**config.mk**
```make
export PLATFORM = sky130hd
export DESIGN_NAME = cl_top
export DESIGN_NICKNAME = d
export VERILOG_FILES = /design/src/common/cl_pkg.sv /design/src/cl_top.sv /design/src/bar1/bar1_regs.sv /design/src/bar1/axi_lite_slice.sv /design/src/rst_flr_ctl.sv
export VERILOG_INCLUDE_DIRS = /design/src /design/src/common
export SDC_FILE = /design/constraint.sdc
export NUM_CORES = 1
export LEC_CHECK = 0
export ABC_CLOCK_PERIOD_IN_PS = 3900
export BUFFER_PORTS_ARGS = -buffer_cell sky130_fd_sc_hd__clkbuf_2
export CAP_MARGIN = 10
export CORE_MARGIN = 1.5
export CORE_UTILIZATION = 40
export CTS_CLUSTER_SIZE = 10
export DETAILED_ROUTE_END_ITERATION = 8
export GPL_TIMING_DRIVEN = 0
export MAX_ROUTING_LAYER = met4
export PLACE_DENSITY = 0.64
export REMOVE_ABC_BUFFERS = 1
export SYNTH_ARGS = -nofsm -noshare
export SYNTH_HDL_FRONTEND = slang
export SYNTH_HIERARCHICAL = 1
export SYNTH_SLANG_ARGS = --single-unit
```
**constraint.sdc**
```tcl
create_clock -name clk -period 3.9 [get_ports clk]
set_clock_uncertainty 0.2 [all_clocks]
set_input_delay 0.975 -clock clk [delete_from_list [all_inputs] [get_ports clk]]
set_output_delay 0.975 -clock clk [all_outputs]
set_load 0.02 [all_outputs]
```
**src/common/cl_params.svh**
```systemverilog
// Constants for the BAR1 management path: IDs, register map, widths, reset depth
`ifndef CL_PARAMS_SVH
`define CL_PARAMS_SVH

// ----------------------------
// PCI ID words
// ----------------------------
`define CL_SH_ID0 32'hF000_1D0F
`define CL_SH_ID1 32'h1D51_FEDD

// ----------------------------
// BAR1 register map
// ----------------------------
`define REG_ID0     32'h0000_0000
`define REG_ID1     32'h0000_0004
`define REG_SCRATCH 32'h0000_0008
`define REG_FLR_CNT 32'h0000_000C

// ----------------------------
// Widths
// ----------------------------
`define ADDR_W    32
`define DATA_W    32
`define STRB_W    (`DATA_W / 8)
`define FLR_CNT_W 16

// Flops in the block reset chain
`define SYNC_STAGES 2

`endif
```
**src/common/cl_pkg.sv**
```systemverilog
// Shared types for the BAR1 AXI4-Lite path and its register file
`include "cl_params.svh"

package cl_pkg;

  // ----------------------------
  // Bus payload types
  // ----------------------------
  typedef logic [`ADDR_W-1:0] addr_t;
  typedef logic [`DATA_W-1:0] data_t;
  typedef logic [`STRB_W-1:0] strb_t;

  // AXI response codes, only the two the register file returns
  typedef enum logic [1:0]
  {
    RESP_OKAY   = 2'b00,
    RESP_SLVERR = 2'b10
  } axi_resp_e;

  // ----------------------------
  // Register file FSMs
  // ----------------------------

  // Collecting aw and w, or holding the write response
  typedef enum logic
  {
    WR_IDLE = 1'b0,
    WR_RESP = 1'b1
  } wr_state_e;

  // Waiting for ar, or holding read data
  typedef enum logic
  {
    RD_IDLE = 1'b0,
    RD_DATA = 1'b1
  } rd_state_e;

endpackage

```
**src/cl_top.sv**
```systemverilog
// Custom-logic top for the BAR1 management path: reset/FLR, register slice, register file
`include "cl_params.svh"

module cl_top (
  input  logic              clk,
  input  logic              pipe_rst_n,
  input  logic              flr_assert,
  output logic              flr_done,

  input  logic              bar1_awvalid,
  output logic              bar1_awready,
  input  cl_pkg::addr_t     bar1_awaddr,
  input  logic              bar1_wvalid,
  output logic              bar1_wready,
  input  cl_pkg::data_t     bar1_wdata,
  input  cl_pkg::strb_t     bar1_wstrb,
  output logic              bar1_bvalid,
  input  logic              bar1_bready,
  output cl_pkg::axi_resp_e bar1_bresp,
  input  logic              bar1_arvalid,
  output logic              bar1_arready,
  input  cl_pkg::addr_t     bar1_araddr,
  output logic              bar1_rvalid,
  input  logic              bar1_rready,
  output cl_pkg::data_t     bar1_rdata,
  output cl_pkg::axi_resp_e bar1_rresp
);
  import cl_pkg::*;

  logic                  sync_rst_n;
  logic [`FLR_CNT_W-1:0] flr_cnt;

  // Slice to register file
  logic      regs_awvalid;
  logic      regs_awready;
  addr_t     regs_awaddr;
  logic      regs_wvalid;
  logic      regs_wready;
  data_t     regs_wdata;
  strb_t     regs_wstrb;
  logic      regs_bvalid;
  logic      regs_bready;
  axi_resp_e regs_bresp;
  logic      regs_arvalid;
  logic      regs_arready;
  addr_t     regs_araddr;
  logic      regs_rvalid;
  logic      regs_rready;
  data_t     regs_rdata;
  axi_resp_e regs_rresp;

  // ----------------------------
  // Reset and FLR
  // ----------------------------
  rst_flr_ctl u_rst_flr_ctl (
    .clk        (clk),
    .pipe_rst_n (pipe_rst_n),
    .flr_assert (flr_assert),
    .sync_rst_n (sync_rst_n),
    .flr_done   (flr_done),
    .flr_cnt    (flr_cnt)
  );

  // ----------------------------
  // BAR1 slice
  // ----------------------------
  axi_lite_slice u_bar1_slice (
    .clk        (clk),
    .sync_rst_n (sync_rst_n),
    .s_awvalid  (bar1_awvalid),
    .s_awready  (bar1_awready),
    .s_awaddr   (bar1_awaddr),
    .s_wvalid   (bar1_wvalid),
    .s_wready   (bar1_wready),
    .s_wdata    (bar1_wdata),
    .s_wstrb    (bar1_wstrb),
    .s_bvalid   (bar1_bvalid),
    .s_bready   (bar1_bready),
    .s_bresp    (bar1_bresp),
    .s_arvalid  (bar1_arvalid),
    .s_arready  (bar1_arready),
    .s_araddr   (bar1_araddr),
    .s_rvalid   (bar1_rvalid),
    .s_rready   (bar1_rready),
    .s_rdata    (bar1_rdata),
    .s_rresp    (bar1_rresp),
    .m_awvalid  (regs_awvalid),
    .m_awready  (regs_awready),
    .m_awaddr   (regs_awaddr),
    .m_wvalid   (regs_wvalid),
    .m_wready   (regs_wready),
    .m_wdata    (regs_wdata),
    .m_wstrb    (regs_wstrb),
    .m_bvalid   (regs_bvalid),
    .m_bready   (regs_bready),
    .m_bresp    (regs_bresp),
    .m_arvalid  (regs_arvalid),
    .m_arready  (regs_arready),
    .m_araddr   (regs_araddr),
    .m_rvalid   (regs_rvalid),
    .m_rready   (regs_rready),
    .m_rdata    (regs_rdata),
    .m_rresp    (regs_rresp)
  );

  // ----------------------------
  // Register file
  // ----------------------------
  bar1_regs u_bar1_regs (
    .clk        (clk),
    .sync_rst_n (sync_rst_n),
    .s_awvalid  (regs_awvalid),
    .s_awready  (regs_awready),
    .s_awaddr   (regs_awaddr),
    .s_wvalid   (regs_wvalid),
    .s_wready   (regs_wready),
    .s_wdata    (regs_wdata),
    .s_wstrb    (regs_wstrb),
    .s_bvalid   (regs_bvalid),
    .s_bready   (regs_bready),
    .s_bresp    (regs_bresp),
    .s_arvalid  (regs_arvalid),
    .s_arready  (regs_arready),
    .s_araddr   (regs_araddr),
    .s_rvalid   (regs_rvalid),
    .s_rready   (regs_rready),
    .s_rdata    (regs_rdata),
    .s_rresp    (regs_rresp),
    .flr_cnt    (flr_cnt)
  );

endmodule

```
**src/bar1/bar1_regs.sv**
```systemverilog
// AXI4-Lite slave register file holding the PCI IDs, a scratch word and the FLR count
`include "cl_params.svh"

module bar1_regs (
  input  logic                  clk,
  input  logic                  sync_rst_n,

  input  logic                  s_awvalid,
  output logic                  s_awready,
  input  cl_pkg::addr_t         s_awaddr,
  input  logic                  s_wvalid,
  output logic                  s_wready,
  input  cl_pkg::data_t         s_wdata,
  input  cl_pkg::strb_t         s_wstrb,
  output logic                  s_bvalid,
  input  logic                  s_bready,
  output cl_pkg::axi_resp_e     s_bresp,
  input  logic                  s_arvalid,
  output logic                  s_arready,
  input  cl_pkg::addr_t         s_araddr,
  output logic                  s_rvalid,
  input  logic                  s_rready,
  output cl_pkg::data_t         s_rdata,
  output cl_pkg::axi_resp_e     s_rresp,

  input  logic [`FLR_CNT_W-1:0] flr_cnt
);
  import cl_pkg::*;

  wr_state_e wr_state;
  rd_state_e rd_state;

  logic      aw_got;
  logic      w_got;
  addr_t     aw_addr_q;
  data_t     w_data_q;
  strb_t     w_strb_q;
  data_t     scratch;

  logic      aw_fire;
  logic      w_fire;
  logic      ar_fire;
  logic      aw_have;
  logic      w_have;
  logic      wr_commit;
  logic      wr_ok;
  addr_t     wr_addr;
  data_t     wr_data;
  strb_t     wr_strb;
  data_t     scratch_merged;
  data_t     rd_mux;
  axi_resp_e rd_resp_mux;

  assign aw_fire = s_awvalid && s_awready;
  assign w_fire  = s_wvalid && s_wready;
  assign ar_fire = s_arvalid && s_arready;

  // ----------------------------
  // Write side
  // ----------------------------

  // Either half may come from its latch or straight off the bus
  assign aw_have = aw_got || aw_fire;
  assign w_have  = w_got || w_fire;
  assign wr_addr = aw_got ? aw_addr_q : s_awaddr;
  assign wr_data = w_got ? w_data_q : s_wdata;
  assign wr_strb = w_got ? w_strb_q : s_wstrb;

  assign wr_commit = (wr_state == WR_IDLE) && aw_have && w_have;
  // Scratch is the only writable register
  assign wr_ok     = (wr_addr == `REG_SCRATCH);

  always_comb
  begin
    for (int i = 0; i < $bits(strb_t); i++)
      scratch_merged[8*i +: 8] = wr_strb[i] ? wr_data[8*i +: 8] : scratch[8*i +: 8];
  end

  always_ff @(posedge clk)
  begin
    if (aw_fire)
      aw_addr_q <= s_awaddr;
    if (w_fire)
    begin
      w_data_q <= s_wdata;
      w_strb_q <= s_wstrb;
    end
    if (wr_commit)
      s_bresp <= wr_ok ? RESP_OKAY : RESP_SLVERR;
  end

  always_ff @(posedge clk)
  begin
    if (!sync_rst_n)
    begin
      wr_state  <= WR_IDLE;
      aw_got    <= 1'b0;
      w_got     <= 1'b0;
      s_awready <= 1'b0;
      s_wready  <= 1'b0;
      scratch   <= '0;
    end
    else
    begin
      case (wr_state)
        WR_IDLE:
        begin
          if (wr_commit)
          begin
            if (wr_ok)
              scratch <= scratch_merged;
            aw_got    <= 1'b0;
            w_got     <= 1'b0;
            s_awready <= 1'b0;
            s_wready  <= 1'b0;
            wr_state  <= WR_RESP;
          end
          else
          begin
            // Close each channel once its half is held
            aw_got    <= aw_have;
            w_got     <= w_have;
            s_awready <= !aw_have;
            s_wready  <= !w_have;
          end
        end
        WR_RESP:
        begin
          if (s_bready)
          begin
            s_awready <= 1'b1;
            s_wready  <= 1'b1;
            wr_state  <= WR_IDLE;
          end
        end
        default: wr_state <= WR_IDLE;
      endcase
    end
  end

  assign s_bvalid = (wr_state == WR_RESP);

  // ----------------------------
  // Read side
  // ----------------------------
  always_comb
  begin
    rd_resp_mux = RESP_OKAY;
    case (s_araddr)
      `REG_ID0:     rd_mux = `CL_SH_ID0;
      `REG_ID1:     rd_mux = `CL_SH_ID1;
      `REG_SCRATCH: rd_mux = scratch;
      `REG_FLR_CNT: rd_mux = data_t'(flr_cnt);
      default:
      begin
        rd_mux      = '0;
        rd_resp_mux = RESP_SLVERR;
      end
    endcase
  end

  // Data and response stay put while rready is low
  always_ff @(posedge clk)
  begin
    if (ar_fire)
    begin
      s_rdata <= rd_mux;
      s_rresp <= rd_resp_mux;
    end
  end

  always_ff @(posedge clk)
  begin
    if (!sync_rst_n)
    begin
      rd_state  <= RD_IDLE;
      s_arready <= 1'b0;
    end
    else
    begin
      case (rd_state)
        RD_IDLE:
        begin
          s_arready <= !ar_fire;
          if (ar_fire)
            rd_state <= RD_DATA;
        end
        RD_DATA:
        begin
          if (s_rready)
          begin
            s_arready <= 1'b1;
            rd_state  <= RD_IDLE;
          end
        end
        default: rd_state <= RD_IDLE;
      endcase
    end
  end

  assign s_rvalid = (rd_state == RD_DATA);

endmodule

```
**src/bar1/axi_lite_slice.sv**
```systemverilog
// AXI4-Lite register slice with a one-entry holding stage on each of the five channels
module axi_lite_slice (
  input  logic              clk,
  input  logic              sync_rst_n,

  // Source side, toward the host
  input  logic              s_awvalid,
  output logic              s_awready,
  input  cl_pkg::addr_t     s_awaddr,
  input  logic              s_wvalid,
  output logic              s_wready,
  input  cl_pkg::data_t     s_wdata,
  input  cl_pkg::strb_t     s_wstrb,
  output logic              s_bvalid,
  input  logic              s_bready,
  output cl_pkg::axi_resp_e s_bresp,
  input  logic              s_arvalid,
  output logic              s_arready,
  input  cl_pkg::addr_t     s_araddr,
  output logic              s_rvalid,
  input  logic              s_rready,
  output cl_pkg::data_t     s_rdata,
  output cl_pkg::axi_resp_e s_rresp,

  // Sink side, toward the register file
  output logic              m_awvalid,
  input  logic              m_awready,
  output cl_pkg::addr_t     m_awaddr,
  output logic              m_wvalid,
  input  logic              m_wready,
  output cl_pkg::data_t     m_wdata,
  output cl_pkg::strb_t     m_wstrb,
  input  logic              m_bvalid,
  output logic              m_bready,
  input  cl_pkg::axi_resp_e m_bresp,
  output logic              m_arvalid,
  input  logic              m_arready,
  output cl_pkg::addr_t     m_araddr,
  input  logic              m_rvalid,
  output logic              m_rready,
  input  cl_pkg::data_t     m_rdata,
  input  cl_pkg::axi_resp_e m_rresp
);
  import cl_pkg::*;

  // Channel indices into the flattened stage buses
  localparam int NUM_CH = 5;
  localparam int CH_AW  = 0;
  localparam int CH_WR  = 1;
  localparam int CH_B   = 2;
  localparam int CH_AR  = 3;
  localparam int CH_R   = 4;

  localparam int RESP_W = $bits(axi_resp_e);
  localparam int STRB_W = $bits(strb_t);

  localparam int CH_WIDTH [NUM_CH] = '{$bits(addr_t), $bits(data_t) + STRB_W, RESP_W,
                                       $bits(addr_t), $bits(data_t) + RESP_W};
  localparam int CH_OFS [NUM_CH] = '{0,
                                     CH_WIDTH[0],
                                     CH_WIDTH[0] + CH_WIDTH[1],
                                     CH_WIDTH[0] + CH_WIDTH[1] + CH_WIDTH[2],
                                     CH_WIDTH[0] + CH_WIDTH[1] + CH_WIDTH[2] + CH_WIDTH[3]};
  localparam int BUS_W = CH_OFS[NUM_CH-1] + CH_WIDTH[NUM_CH-1];

  logic [NUM_CH-1:0] in_valid;
  logic [NUM_CH-1:0] in_ready;
  logic [NUM_CH-1:0] out_valid;
  logic [NUM_CH-1:0] out_ready;
  logic [BUS_W-1:0]  in_bus;
  logic [BUS_W-1:0]  out_bus;
  logic              slice_en;

  // Keeps every ready low until the reset has been released
  always_ff @(posedge clk)
  begin
    if (!sync_rst_n)
      slice_en <= 1'b0;
    else
      slice_en <= 1'b1;
  end

  // ----------------------------
  // Holding stages
  // ----------------------------
  for (genvar i = 0; i < NUM_CH; i++)
  begin : g_stage
    logic                   full;
    logic [CH_WIDTH[i]-1:0] hold;

    // Accept when empty or when the held entry leaves this cycle
    assign in_ready[i]  = slice_en && (!full || out_ready[i]);
    assign out_valid[i] = full;
    assign out_bus[CH_OFS[i] +: CH_WIDTH[i]] = hold;

    always_ff @(posedge clk)
    begin
      if (!sync_rst_n)
        full <= 1'b0;
      else if (in_valid[i] && in_ready[i])
        full <= 1'b1;
      else if (out_ready[i])
        full <= 1'b0;
    end

    always_ff @(posedge clk)
    begin
      if (in_valid[i] && in_ready[i])
        hold <= in_bus[CH_OFS[i] +: CH_WIDTH[i]];
    end
  end

  // ----------------------------
  // Requests, s_ to m_
  // ----------------------------
  assign in_valid[CH_AW]  = s_awvalid;
  assign s_awready        = in_ready[CH_AW];
  assign m_awvalid        = out_valid[CH_AW];
  assign out_ready[CH_AW] = m_awready;
  assign in_bus[CH_OFS[CH_AW] +: CH_WIDTH[CH_AW]] = s_awaddr;
  assign m_awaddr = out_bus[CH_OFS[CH_AW] +: CH_WIDTH[CH_AW]];

  assign in_valid[CH_WR]  = s_wvalid;
  assign s_wready         = in_ready[CH_WR];
  assign m_wvalid         = out_valid[CH_WR];
  assign out_ready[CH_WR] = m_wready;
  assign in_bus[CH_OFS[CH_WR] +: CH_WIDTH[CH_WR]] = {s_wdata, s_wstrb};
  assign {m_wdata, m_wstrb} = out_bus[CH_OFS[CH_WR] +: CH_WIDTH[CH_WR]];

  assign in_valid[CH_AR]  = s_arvalid;
  assign s_arready        = in_ready[CH_AR];
  assign m_arvalid        = out_valid[CH_AR];
  assign out_ready[CH_AR] = m_arready;
  assign in_bus[CH_OFS[CH_AR] +: CH_WIDTH[CH_AR]] = s_araddr;
  assign m_araddr = out_bus[CH_OFS[CH_AR] +: CH_WIDTH[CH_AR]];

  // ----------------------------
  // Responses, m_ to s_
  // ----------------------------
  assign in_valid[CH_B]  = m_bvalid;
  assign m_bready        = in_ready[CH_B];
  assign s_bvalid        = out_valid[CH_B];
  assign out_ready[CH_B] = s_bready;
  assign in_bus[CH_OFS[CH_B] +: CH_WIDTH[CH_B]] = m_bresp;
  assign s_bresp = axi_resp_e'(out_bus[CH_OFS[CH_B] +: CH_WIDTH[CH_B]]);

  assign in_valid[CH_R]  = m_rvalid;
  assign m_rready        = in_ready[CH_R];
  assign s_rvalid        = out_valid[CH_R];
  assign out_ready[CH_R] = s_rready;
  assign in_bus[CH_OFS[CH_R] +: CH_WIDTH[CH_R]] = {m_rdata, m_rresp};
  assign s_rdata = out_bus[CH_OFS[CH_R] + RESP_W +: $bits(data_t)];
  assign s_rresp = axi_resp_e'(out_bus[CH_OFS[CH_R] +: RESP_W]);

endmodule

```
**src/rst_flr_ctl.sv**
```systemverilog
// Block reset generation and function-level-reset acknowledge with request counter
`include "cl_params.svh"

module rst_flr_ctl (
  input  logic                  clk,
  input  logic                  pipe_rst_n,
  input  logic                  flr_assert,
  output logic                  sync_rst_n,
  output logic                  flr_done,
  output logic [`FLR_CNT_W-1:0] flr_cnt
);

  logic [`SYNC_STAGES-1:0] rst_chain;
  logic                    flr_assert_q;
  logic                    flr_pulse;

  // ----------------------------
  // Block reset
  // ----------------------------

  // Ones shift in once the pipelined reset is released
  always_ff @(posedge clk)
  begin
    if (!pipe_rst_n)
      rst_chain <= '0;
    else
      rst_chain <= {rst_chain[`SYNC_STAGES-2:0], 1'b1};
  end

  assign sync_rst_n = rst_chain[`SYNC_STAGES-1];

  // ----------------------------
  // FLR acknowledge
  // ----------------------------

  // Next done value, high on every cycle done rises
  assign flr_pulse = flr_assert_q && !flr_done;

  always_ff @(posedge clk)
  begin
    if (!pipe_rst_n || !sync_rst_n)
    begin
      flr_assert_q <= 1'b0;
      flr_done     <= 1'b0;
      flr_cnt      <= '0;
    end
    else
    begin
      flr_assert_q <= flr_assert;
      flr_done     <= flr_pulse;
      // Wraps at the counter width
      if (flr_pulse)
        flr_cnt <= flr_cnt + 1'b1;
    end
  end

endmodule

```
==> impl_metrics.ini, run 1 <==
[final_layout]
finalNetCount = 967
final_cell_mix = edfxtp_1 (238), clkbuf_2 (149), dfxtp_1 (64)
num_antenna_cells = 0
syn_to_final_growth_pct = 20.2
layout_commonest_cell = edfxtp_1
stdcell_count = 1227
design_area_um2 = 13200
nFillCells = 2293
final_layout_size_suffix_gt1_frac = 0.282

[clock_network]
insertion_delay_ns = 0.52
post_cts_buffers = 0
cts.repair.resized = 0
clk_path_buf_depth = 3
clk_pin_slew_ns = 0.06
htree_levels = 2
cts.sinks = 303
cts_tree = built
postCtsHoldBufs = 0
numCtsBuffers = 36
root_buffer = clkbuf_16

[synthesis]
seq_area_frac_synth = 0.768
synth_top_family_by_area = compound AO/OA/AOI/OAI gates
synth.distinct_cells = 44
synth-edff-count = 238
synth_mux_area_frac = 0.0437
synth_compound_area_frac = 0.0804
yosysWarnings = 6
yosys.area_share.simple = 0.0726
ys_ff_latch = 303
synthXorXnorAreaFrac = 0.00717
async_flop_share = 0
syn-cell-area_um2 = 11000
syn_area_per_cell_um2 = 15.8
synth_fa_ha_area_frac = 0.00114
synthCells = 698
synth-main-ff-cell = edfxtp_1

[setup_path]
path_max_fanout = 36
cp.required_ns = 4.06
critPathKind = flip-flop to flip-flop
critPathLaunchType = flip-flop
cp.arrival_ns = 3.48
crit_path_end_kind = flip-flop

[die]
io-pin-count = 150
die_h_um = 169
core_area_um2 = 27000
fp.dieArea_um2 = 28500
rows = 60
die-width_um = 169
start_util = 0.408

[timing]
finalHoldViolCount = 0
relSlewSlack = 0.231
rsz0062_at_grt = no
timing.final.crit_share = 0.852
worst_slew_pin_slew_ns = 1.15
setup_viol = 0
layout_min_cycle_time_ns = 3.32
finalMaxSlewViolations = 0
max_freq_ghz = 0.301

[power_and_ir_drop]
vdd_drop_max_v = 0.000358
p_leak_nw = 4.55
cellPowerDensity_nw_per_um2 = 501

[hold_path]
hold_path_class = flip-flop to flip-flop

[global_route]
grt_start_max_net_pins = 39
antenna_found_initial = 0
grt_pass1_wl_mm = 30.1
globalRouteOverflowTotal = 0
grt_usage = 0.138
grt_pass1_vias = 5883

[drt]
firstDrtPassIters = 4
routed_wirelength_mm = 18.9
avgViaCountPerCell = 4.85
first_iter_violations = 351
num_vias = 5946
wire_per_inst_um = 15.4
drc = 0
final_antenna_net_count = 0

[status]
status = finished, final reports clean

[placed_design]
dpl.cell_count = 1160
hpwl_mm = 12.5
portBuffers = 149
placed_area_um2 = 12100
gp_congestion = 0.767

[run]
maxCapViolCount = 0
## sequential cells by signal (all words and copies together) (netlist names), 2 cells and up
signal,count
u_bar1_slice/s_bresp,2
u_bar1_regs/w_data_q,32
u_rst_flr_ctl/flr_cnt,16
u_bar1_slice/g_stage.hold,70
u_bar1_regs/scratch,32
u_bar1_slice/m_awaddr,32
u_bar1_regs/s_rdata,32
u_bar1_slice/m_araddr,32
u_bar1_regs/w_strb_q,4
u_bar1_regs/aw_addr_q,32
u_rst_flr_ctl/rst_chain,2
## critical path, stage by stage, from the launching register on
cell,delay (ns)
edfxtp_1,0.39
nor4b_1,0.38
nand4_1,0.19
or4_1,1.07
a2111oi_0,0.81
a211oi_1,0.10
## area by class of cell
type	count	area, um2	share of cell area
clock buffers	62	1010	0.0763
clock inverters	4	53.8	0.00407
inverters	38	143	0.0108
multi-input cells	325	2290	0.174
flip-flops and latches	303	8450	0.639
well taps	341	427	0.0323
repair buffers	154	843	0.0638
## path summary, 6_finish.rpt
path	from	slack, ns	cells after the start	endpoint
hold reg to reg	u_bar1_regs/s_rdata[3]	0.21	0	u_bar1_slice/g_stage[4].hold[5]
setup reg to reg	u_bar1_slice/m_awaddr[1]	0.58	5	u_bar1_regs/scratch[26]
setup / recovery	u_bar1_slice/m_awaddr[1]	0.58	5	u_bar1_regs/scratch[26]
hold / removal	u_bar1_regs/s_rdata[3]	0.21	0	u_bar1_slice/g_stage[4].hold[5]
## routing by layer
layer,global-route usage,wire length (um)
met4,0.0431,312
met1,0.175,8650
met3,0.0472,1470
met2,0.208,8460
met5,-,0
## where the power goes
part	leakage [nW]	switching, mW	internal, mW	total [mW]
clock network	0.505	1.20	1.76	2.97
registers	2.85	0.0201	3.51	3.53
logic	1.19	0.0590	0.0598	0.119
total	4.55	1.28	5.33	6.62
## through the flow
step	util	setup slack (ns)	total power [mW]	TNS, ns	hold slack [ns]
2_1_floorplan	-	0.581	3.64	0	0.200
3_3_place_gp	0.446	-0.254	3.71	-16.23	0.203
3_5_place_dp	0.450	0.519	3.72	0	0.205
4_1_cts	0.490	0.479	6.71	0	0.217
5_1_grt	0.490	0.299	6.86	0	0.224
6_report	0.490	0.579	6.62	0	0.213
## Yosys cell counts, types with 6 or more instances
cell,count,share of area
edfxtp_1,238,0.65
dfxtp_1,65,0.12
inv_1,37,0.013
a21oi_1,35,0.016
a2111oi_0,32,0.025
a211oi_1,32,0.022
mux2_2,32,0.033
nand2_1,30,0.010
nor2_1,24,0.0082
clkbuf_1,18,0.0061
nor4_1,18,0.010
o21ai_0,17,0.0077
mux2i_1,12,0.011
nor3_1,10,0.0046
buf_2,9,0.0041
nor2b_1,8,0.0046
xor2_1,8,0.0064
nand2b_1,6,0.0034
nand3_1,6,0.0027
nand4_1,6,0.0034
or3_1,6,0.0034
## kinds of logic (layout without fill, tap and decap cells)
logic type / count (synthesis) / count (layout)
flops: 303 / 303
simple gates: 142 / 142
compound gates: 127 / 127
buf+inv: 71 / 258
mux: 44 / 44
xor+xnor: 9 / 9
fa+ha+maj: 1 / 1
other cells: 1 / 2
(Power assumes the default switching activity.)
==> run 2, diff against run 1 <==
--- a/config.mk
+++ b/config.mk
@@ -9,13 +9,15 @@
 export ABC_CLOCK_PERIOD_IN_PS = 3900
 export BUFFER_PORTS_ARGS = -buffer_cell sky130_fd_sc_hd__clkbuf_2
 export CAP_MARGIN = 10
+export CELL_PAD_IN_SITES_DETAIL_PLACEMENT = 0
+export CELL_PAD_IN_SITES_GLOBAL_PLACEMENT = 1
 export CORE_MARGIN = 1.5
 export CORE_UTILIZATION = 40
 export CTS_CLUSTER_SIZE = 10
 export DETAILED_ROUTE_END_ITERATION = 8
 export GPL_TIMING_DRIVEN = 0
 export MAX_ROUTING_LAYER = met4
-export PLACE_DENSITY = 0.64
+export PLACE_DENSITY = 0.73
 export REMOVE_ABC_BUFFERS = 1
 export SYNTH_ARGS = -nofsm -noshare
 export SYNTH_HDL_FRONTEND = slang
==> run 2 against run 1 <==
Effect of this change: sequential power about the same; setup slack gained 0.044 ns; sequential share of layout area fell by 0.085 points; routed wire length rose by 0.20%; critical path depth stayed put; combinational power barely moved; first-iteration DRC count down 6.6%; clock power barely moved; utilization up 0.065 points; largest cell class unchanged; highest routed layer unchanged.
==> impl_metrics.ini, run 2 (same netlist as run 1, synthesis figures left out) <==
[final_layout]
final_core_utilization = 0.491
top_register = u_bar1_slice/g_stage.hold
nFillCells = 2295
stdcell_count = 1227
final_layout_size_suffix_gt1_frac = 0.283
final_cell_mix = edfxtp_1 (238), clkbuf_2 (149), dfxtp_1 (64)
num_antenna_cells = 0
largest_register_ffs = 70
syn_to_final_growth_pct = 20.3
finalNetCount = 969
layout_commonest_cell = edfxtp_1

[global_route]
grt_start_max_net_pins = 39
use_met2 = 0.206
grt_pass1_wl_mm = 30.6
top_usage_layer = met2
globalRouteOverflowTotal = 0
grt_usage = 0.140
met3_usage = 0.0440
use_met1 = 0.185
antenna_found_initial = 0
grt_pass1_vias = 5874

[placed_design]
hpwl_mm = 12.8
dpl.cell_count = 1162
preCtsSetupSlack_ns = 0.589
portBuffers = 149
gp_congestion = 0.739

[timing]
max_freq_ghz = 0.305
setup_viol = 0
timing.final.crit_share = 0.840
finalMaxSlewViolations = 0
rsz0062_at_grt = no
setup_slack_ns = 0.623
hold_slack_ns = 0.213
layout_min_cycle_time_ns = 3.28
relSlewSlack = 0.238
setup-tns-final_ns = 0
finalHoldViolCount = 0
worst_slew_pin_slew_ns = 1.14

[setup_path]
cpMaxStageDelayCell = or4_1
cp.arrival_ns = 3.42
critPathKind = flip-flop to flip-flop
cp.required_ns = 4.05
r2r_cells = 5
path_max_fanout = 36
crit_family = simple AND/OR/NAND/NOR gates
crit_path_end_kind = flip-flop
path_buf_inv = 0
worstPathCellList = nor4_1, nand4_1, or4_1, a2111oi_0, a211oi_1
max_stage_delay_ns = 1.05
path_depth = 5
critPathLaunchType = flip-flop

[clock_network]
root_buffer = clkbuf_16
clk_path_buf_depth = 3
numCtsBuffers = 36
clk_pin_slew_ns = 0.06
cts.sinks = 303
cts_tree = built
insertion_delay_ns = 0.51
post_cts_buffers = 0
postCtsHoldBufs = 0
htree_levels = 2
cts.repair.resized = 0

[drt]
final_antenna_net_count = 0
drc = 0
num_vias = 6038
wire_per_inst_um = 15.4
firstDrtPassIters = 4
avgViaCountPerCell = 4.92
routed_wirelength_mm = 18.9
first_iter_violations = 328

[power_and_ir_drop]
switching_share = 0.188
seqPwrFrac = 0.535
vdd_drop_max_v = 0.000354
p_comb_frac = 0.018
cellPowerDensity_nw_per_um2 = 498
p_int_mw = 5.35
p_leak_nw = 4.55
p_switching_mw = 1.24
power_frac_clock = 0.447

[die]
io-pin-count = 150
fp.dieArea_um2 = 28500
core_area_um2 = 27000
die-width_um = 169
start_util = 0.408
die_h_um = 169
rows = 60

[run]
maxCapViolCount = 0

[status]
status = finished, final reports clean

[hold_path]
hold_path_class = flip-flop to flip-flop
whs_path_depth = 0
==> run 2: cell type report <==
type,instances,area [um2],share of cell area
repair buffers,156,886,0.0669
inverters,38,143,0.0108
multi-input cells,325,2280,0.173
clock buffers,61,1030,0.0775
flip-flops and latches,303,8450,0.638
well taps,341,427,0.0322
clock inverters,3,21.3,0.00161
==> run 2: path summary, 6_finish.rpt <==
kind / endpoint / slack (ns) / start
worst max-delay path: u_bar1_regs/scratch[29] / 0.62 / u_bar1_slice/m_awaddr[27]
worst min-delay path: u_bar1_slice/g_stage[4].hold[18] / 0.21 / u_bar1_regs/s_rdata[16]
worst max register to register: u_bar1_regs/scratch[29] / 0.62 / u_bar1_slice/m_awaddr[27]
worst min register to register: u_bar1_slice/g_stage[4].hold[18] / 0.21 / u_bar1_regs/s_rdata[16]
==> run 2: metal layers <==
layer  vias up  routed length (um)
met5         -                   0
met4         0                 382
met3        29                1390
met2       152                8460
met1      2841                8710
li1       3016                   -
==> run 2: power groups by stage <==
stage / Clock [mW] / Sequential, mW / Combinational, mW
after floorplan: 0 / 3.59 / 0.0473
after global placement: 0 / 3.60 / 0.112
after detailed placement: 0 / 3.60 / 0.122
after CTS: 3.04 / 3.53 / 0.122
after global routing: 3.18 / 3.53 / 0.134
final: 2.95 / 3.53 / 0.119
==> run 2: through the flow <==
stage,cell area (um2),power [mW]
floorplan,10900,3.64
global placement,12000,3.71
detailed placement,12200,3.72
CTS,13200,6.70
global route,13200,6.84
finish,13200,6.60
==> run 2: worst register-to-register path, stage by stage, from the launching register on <==
cell and delay (ns):
edfxtp_1 0.38, nor4_1 0.37, nand4_1 0.19, or4_1 1.05, a2111oi_0 0.84, a211oi_1 0.10
==> run 3, diff against run 2 <==
--- a/config.mk
+++ b/config.mk
@@ -6,7 +6,8 @@
 export SDC_FILE = /design/constraint.sdc
 export NUM_CORES = 1
 export LEC_CHECK = 0
-export ABC_CLOCK_PERIOD_IN_PS = 3900
+export ABC_AREA = 1
+export ABC_CLOCK_PERIOD_IN_PS = 3110
 export BUFFER_PORTS_ARGS = -buffer_cell sky130_fd_sc_hd__clkbuf_2
 export CAP_MARGIN = 10
 export CELL_PAD_IN_SITES_DETAIL_PLACEMENT = 0
@@ -17,7 +18,7 @@
 export DETAILED_ROUTE_END_ITERATION = 8
 export GPL_TIMING_DRIVEN = 0
 export MAX_ROUTING_LAYER = met4
-export PLACE_DENSITY = 0.73
+export PLACE_DENSITY = 0.76
 export REMOVE_ABC_BUFFERS = 1
 export SYNTH_ARGS = -nofsm -noshare
 export SYNTH_HDL_FRONTEND = slang
==> constraint.sdc (replaced) <==
create_clock -name clk -period 3.11 [get_ports clk]
set_clock_uncertainty 0.2 [all_clocks]
set_input_delay 0.7775 -clock clk [delete_from_list [all_inputs] [get_ports clk]]
set_output_delay 0.7775 -clock clk [all_outputs]
set_load 0.02 [all_outputs]
==> run 3 against run 2 <==
Effect of this change: routed wire length is 13% higher; hold slack worse by 0.0056 ns; sequential share of layout area is 3.6 points lower; combinational power is 37% higher; clock power is 28% higher; sequential cell count stayed put; final area is 6.1% higher; critical endpoint is now u_bar1_regs/scratch[6].
==> impl_metrics.ini, run 3 <==
[drt]
num_vias = 7158
firstDrtPassIters = 5
dr.max_layer_used = met4
drc = 0
drt-met1-wl_mm = 9.43
final_antenna_net_count = 0
routed_wirelength_mm = 21.3
wire_per_inst_um = 13.2
met2_length_mm = 10.2
wl_met3_mm = 1.14
first_iter_violations = 305
avgViaCountPerCell = 4.44

[power_and_ir_drop]
p_comb_frac = 0.019
switching_share = 0.190
cellPowerDensity_nw_per_um2 = 596
p_int_mw = 6.78
vdd_drop_max_v = 0.000423
power_frac_clock = 0.450
p_total_mw = 8.37
p_switching_mw = 1.59
seqPwrFrac = 0.530
p_leak_nw = 5.50

[die]
fp.dieArea_um2 = 30200
start_util = 0.406
die_h_um = 174
die-width_um = 174
rows = 62
core_area_um2 = 28700
io-pin-count = 150

[synthesis]
synth.distinct_cells = 36
async_flop_share = 0
syn_area_per_cell_um2 = 11.4
synth-main-ff-cell = edfxtp_1
synth-edff-count = 238
seq_area_frac_synth = 0.725
netlist_top_cells_count = nand2_1 (247), edfxtp_1 (238), nor2_1 (191)
synthCells = 1024
yosysTopAreaCellShare = 0.613
syn-cell-area_um2 = 11700
yosysWarnings = 6
yosys.cell_count.top_type = nand2_1
yosysTopAreaCell = edfxtp_1
synth_area_leaders = edfxtp_1 (61%), dfxtp_1 (11%), nand2_1 (8.0%), nor2_1 (6.1%), inv_1 (3.1%)
ys_ff_latch = 303

[setup_path]
critPathLaunchType = flip-flop
path_buf_inv = 1
crit_family = simple AND/OR/NAND/NOR gates
reg2reg_slack_ns = 0.51
max_stage_delay_ns = 0.67
path_depth = 8
crit_start = u_bar1_regs/w_got
path_max_fanout = 39
critPathKind = flip-flop to flip-flop
cp.arrival_ns = 2.83
r2r_cells = 8
rr_startpoint = u_bar1_regs/w_got
worstPathCellList = clkinvlp_4, nand2_1, nand2_1, nor2_1, nand3_2, nand2_1, nand2_1, nor2_1
crit_path_end_kind = flip-flop
cpMostUsedCell = nand2_1
cpMaxStageDelayCell = dfxtp_4
cp.required_ns = 3.34
timing.rr.end = u_bar1_regs/scratch[6]
crit_end = u_bar1_regs/scratch[6]

[timing]
timing.final.crit_share = 0.835
setup_slack_ns = 0.512
finalMaxSlewViolations = 0
worst_slew_pin_slew_ns = 0.863
relSlewSlack = 0.425
max_freq_ghz = 0.385
rsz0062_at_grt = no
layout_min_cycle_time_ns = 2.60
finalHoldViolCount = 0
setup_viol = 0
setup-tns-final_ns = 0

[placed_design]
preCtsSetupSlack_ns = -0.0101
dpl.cell_count = 1543
portBuffers = 149
gp_congestion = 0.828
placed_area_um2 = 12900
hpwl_mm = 14.9

[clock_network]
insertion_delay_ns = 0.51
numCtsBuffers = 36
postCtsHoldBufs = 0
root_buffer = clkbuf_16
cts.sinks = 303
htree_levels = 2
clk_path_buf_depth = 3
clk_pin_slew_ns = 0.06
cts_tree = built
post_cts_buffers = 0

[final_layout]
largest_register_ffs = 70
design_area_um2 = 14000
stdcell_count = 1612
layout_commonest_cell = nand2_1
syn_to_final_growth_pct = 20.4
nFillCells = 2626
final_layout_size_suffix_gt1_frac = 0.198
finalNetCount = 1309
top_register = u_bar1_slice/g_stage.hold
final_cell_mix = nand2_1 (247), edfxtp_1 (238), nor2_1 (191)

[status]
status = finished, final reports clean

[run]
maxCapViolCount = 0

[hold_path]
hp-start = pipe_rst_n
hold_path_class = input pin to flip-flop
whs_path_depth = 1

[global_route]
grt_pass1_vias = 6874
globalRouteOverflowTotal = 0
grt_pass1_wl_mm = 34.6
grt_usage = 0.149
grt_start_max_net_pins = 43
antenna_found_initial = 1
-- run 3: logic make-up (layout without fill, tap and decap cells) --
family | count (synthesis) | in the layout | synth area share
other | 1 | 3 | 0.000322
buffers and inverters | 119 | 321 | 0.0425
adders and majority gates | 1 | 1 | 0.00107
muxes | 4 | 4 | 0.00343
and+or+nand+nor | 556 | 556 | 0.209
AOI/OAI and AO/OA | 40 | 40 | 0.0190
DFF | 303 | 303 | 0.725
-- run 3: worst min-delay path by stage --
stage                                       end  slack (ns)
5_1_grt              u_rst_flr_ctl/rst_chain[0]        0.20
6_report             u_rst_flr_ctl/rst_chain[0]        0.21
3_5_place_dp   u_bar1_slice/g_stage[4].hold[26]        0.20
2_1_floorplan        u_rst_flr_ctl/rst_chain[1]        0.19
4_1_cts              u_rst_flr_ctl/rst_chain[0]        0.18
3_3_place_gp         u_rst_flr_ctl/rst_chain[1]        0.19
-- run 3: stage by stage --
| step | hold WS, ns | util |
|---|---|---|
| after floorplan | 0.190 | - |
| after global placement | 0.195 | 0.445 |
| after detailed placement | 0.205 | 0.449 |
| after CTS | 0.183 | 0.487 |
| after global routing | 0.195 | 0.489 |
| final | 0.208 | 0.489 |
-- run 3: what timing repair did --
item / 4_1_cts / 5_1_grt
cloned: 1 / 0
gates resized for setup: 1 / 1
setup endpoints to repair: 32 / 32
-- run 3: power groups by stage --
stage                     combinational (mW)  clock (mW)  sequential, mW
final                                  0.163        3.77            4.44
after global routing                   0.183        4.07            4.44
after CTS                              0.165        3.89            4.44
after detailed placement               0.164           0            4.52
after global placement                 0.150           0            4.52
after floorplan                       0.0623           0            4.51
-- run 3: routing by layer --
metal  vias up  global-route usage
met5         -                   -
met4         0              0.0535
met3        45              0.0320
met2       155               0.241
met1      3221               0.186
li1       3737                   -
-- run 3: layout make-up --
class                   instances  area [um2]  area share
diodes                          1        2.50    0.000178
clock buffers                  64        1060      0.0754
clock inverters                 1        16.3     0.00116
inverters                      99         375      0.0267
multi-input cells             603        2730       0.194
flip-flops and latches        303        8450       0.602
well taps                     384         480      0.0342
repair buffers                156         926      0.0659
repair inverters                1        5.00    0.000356
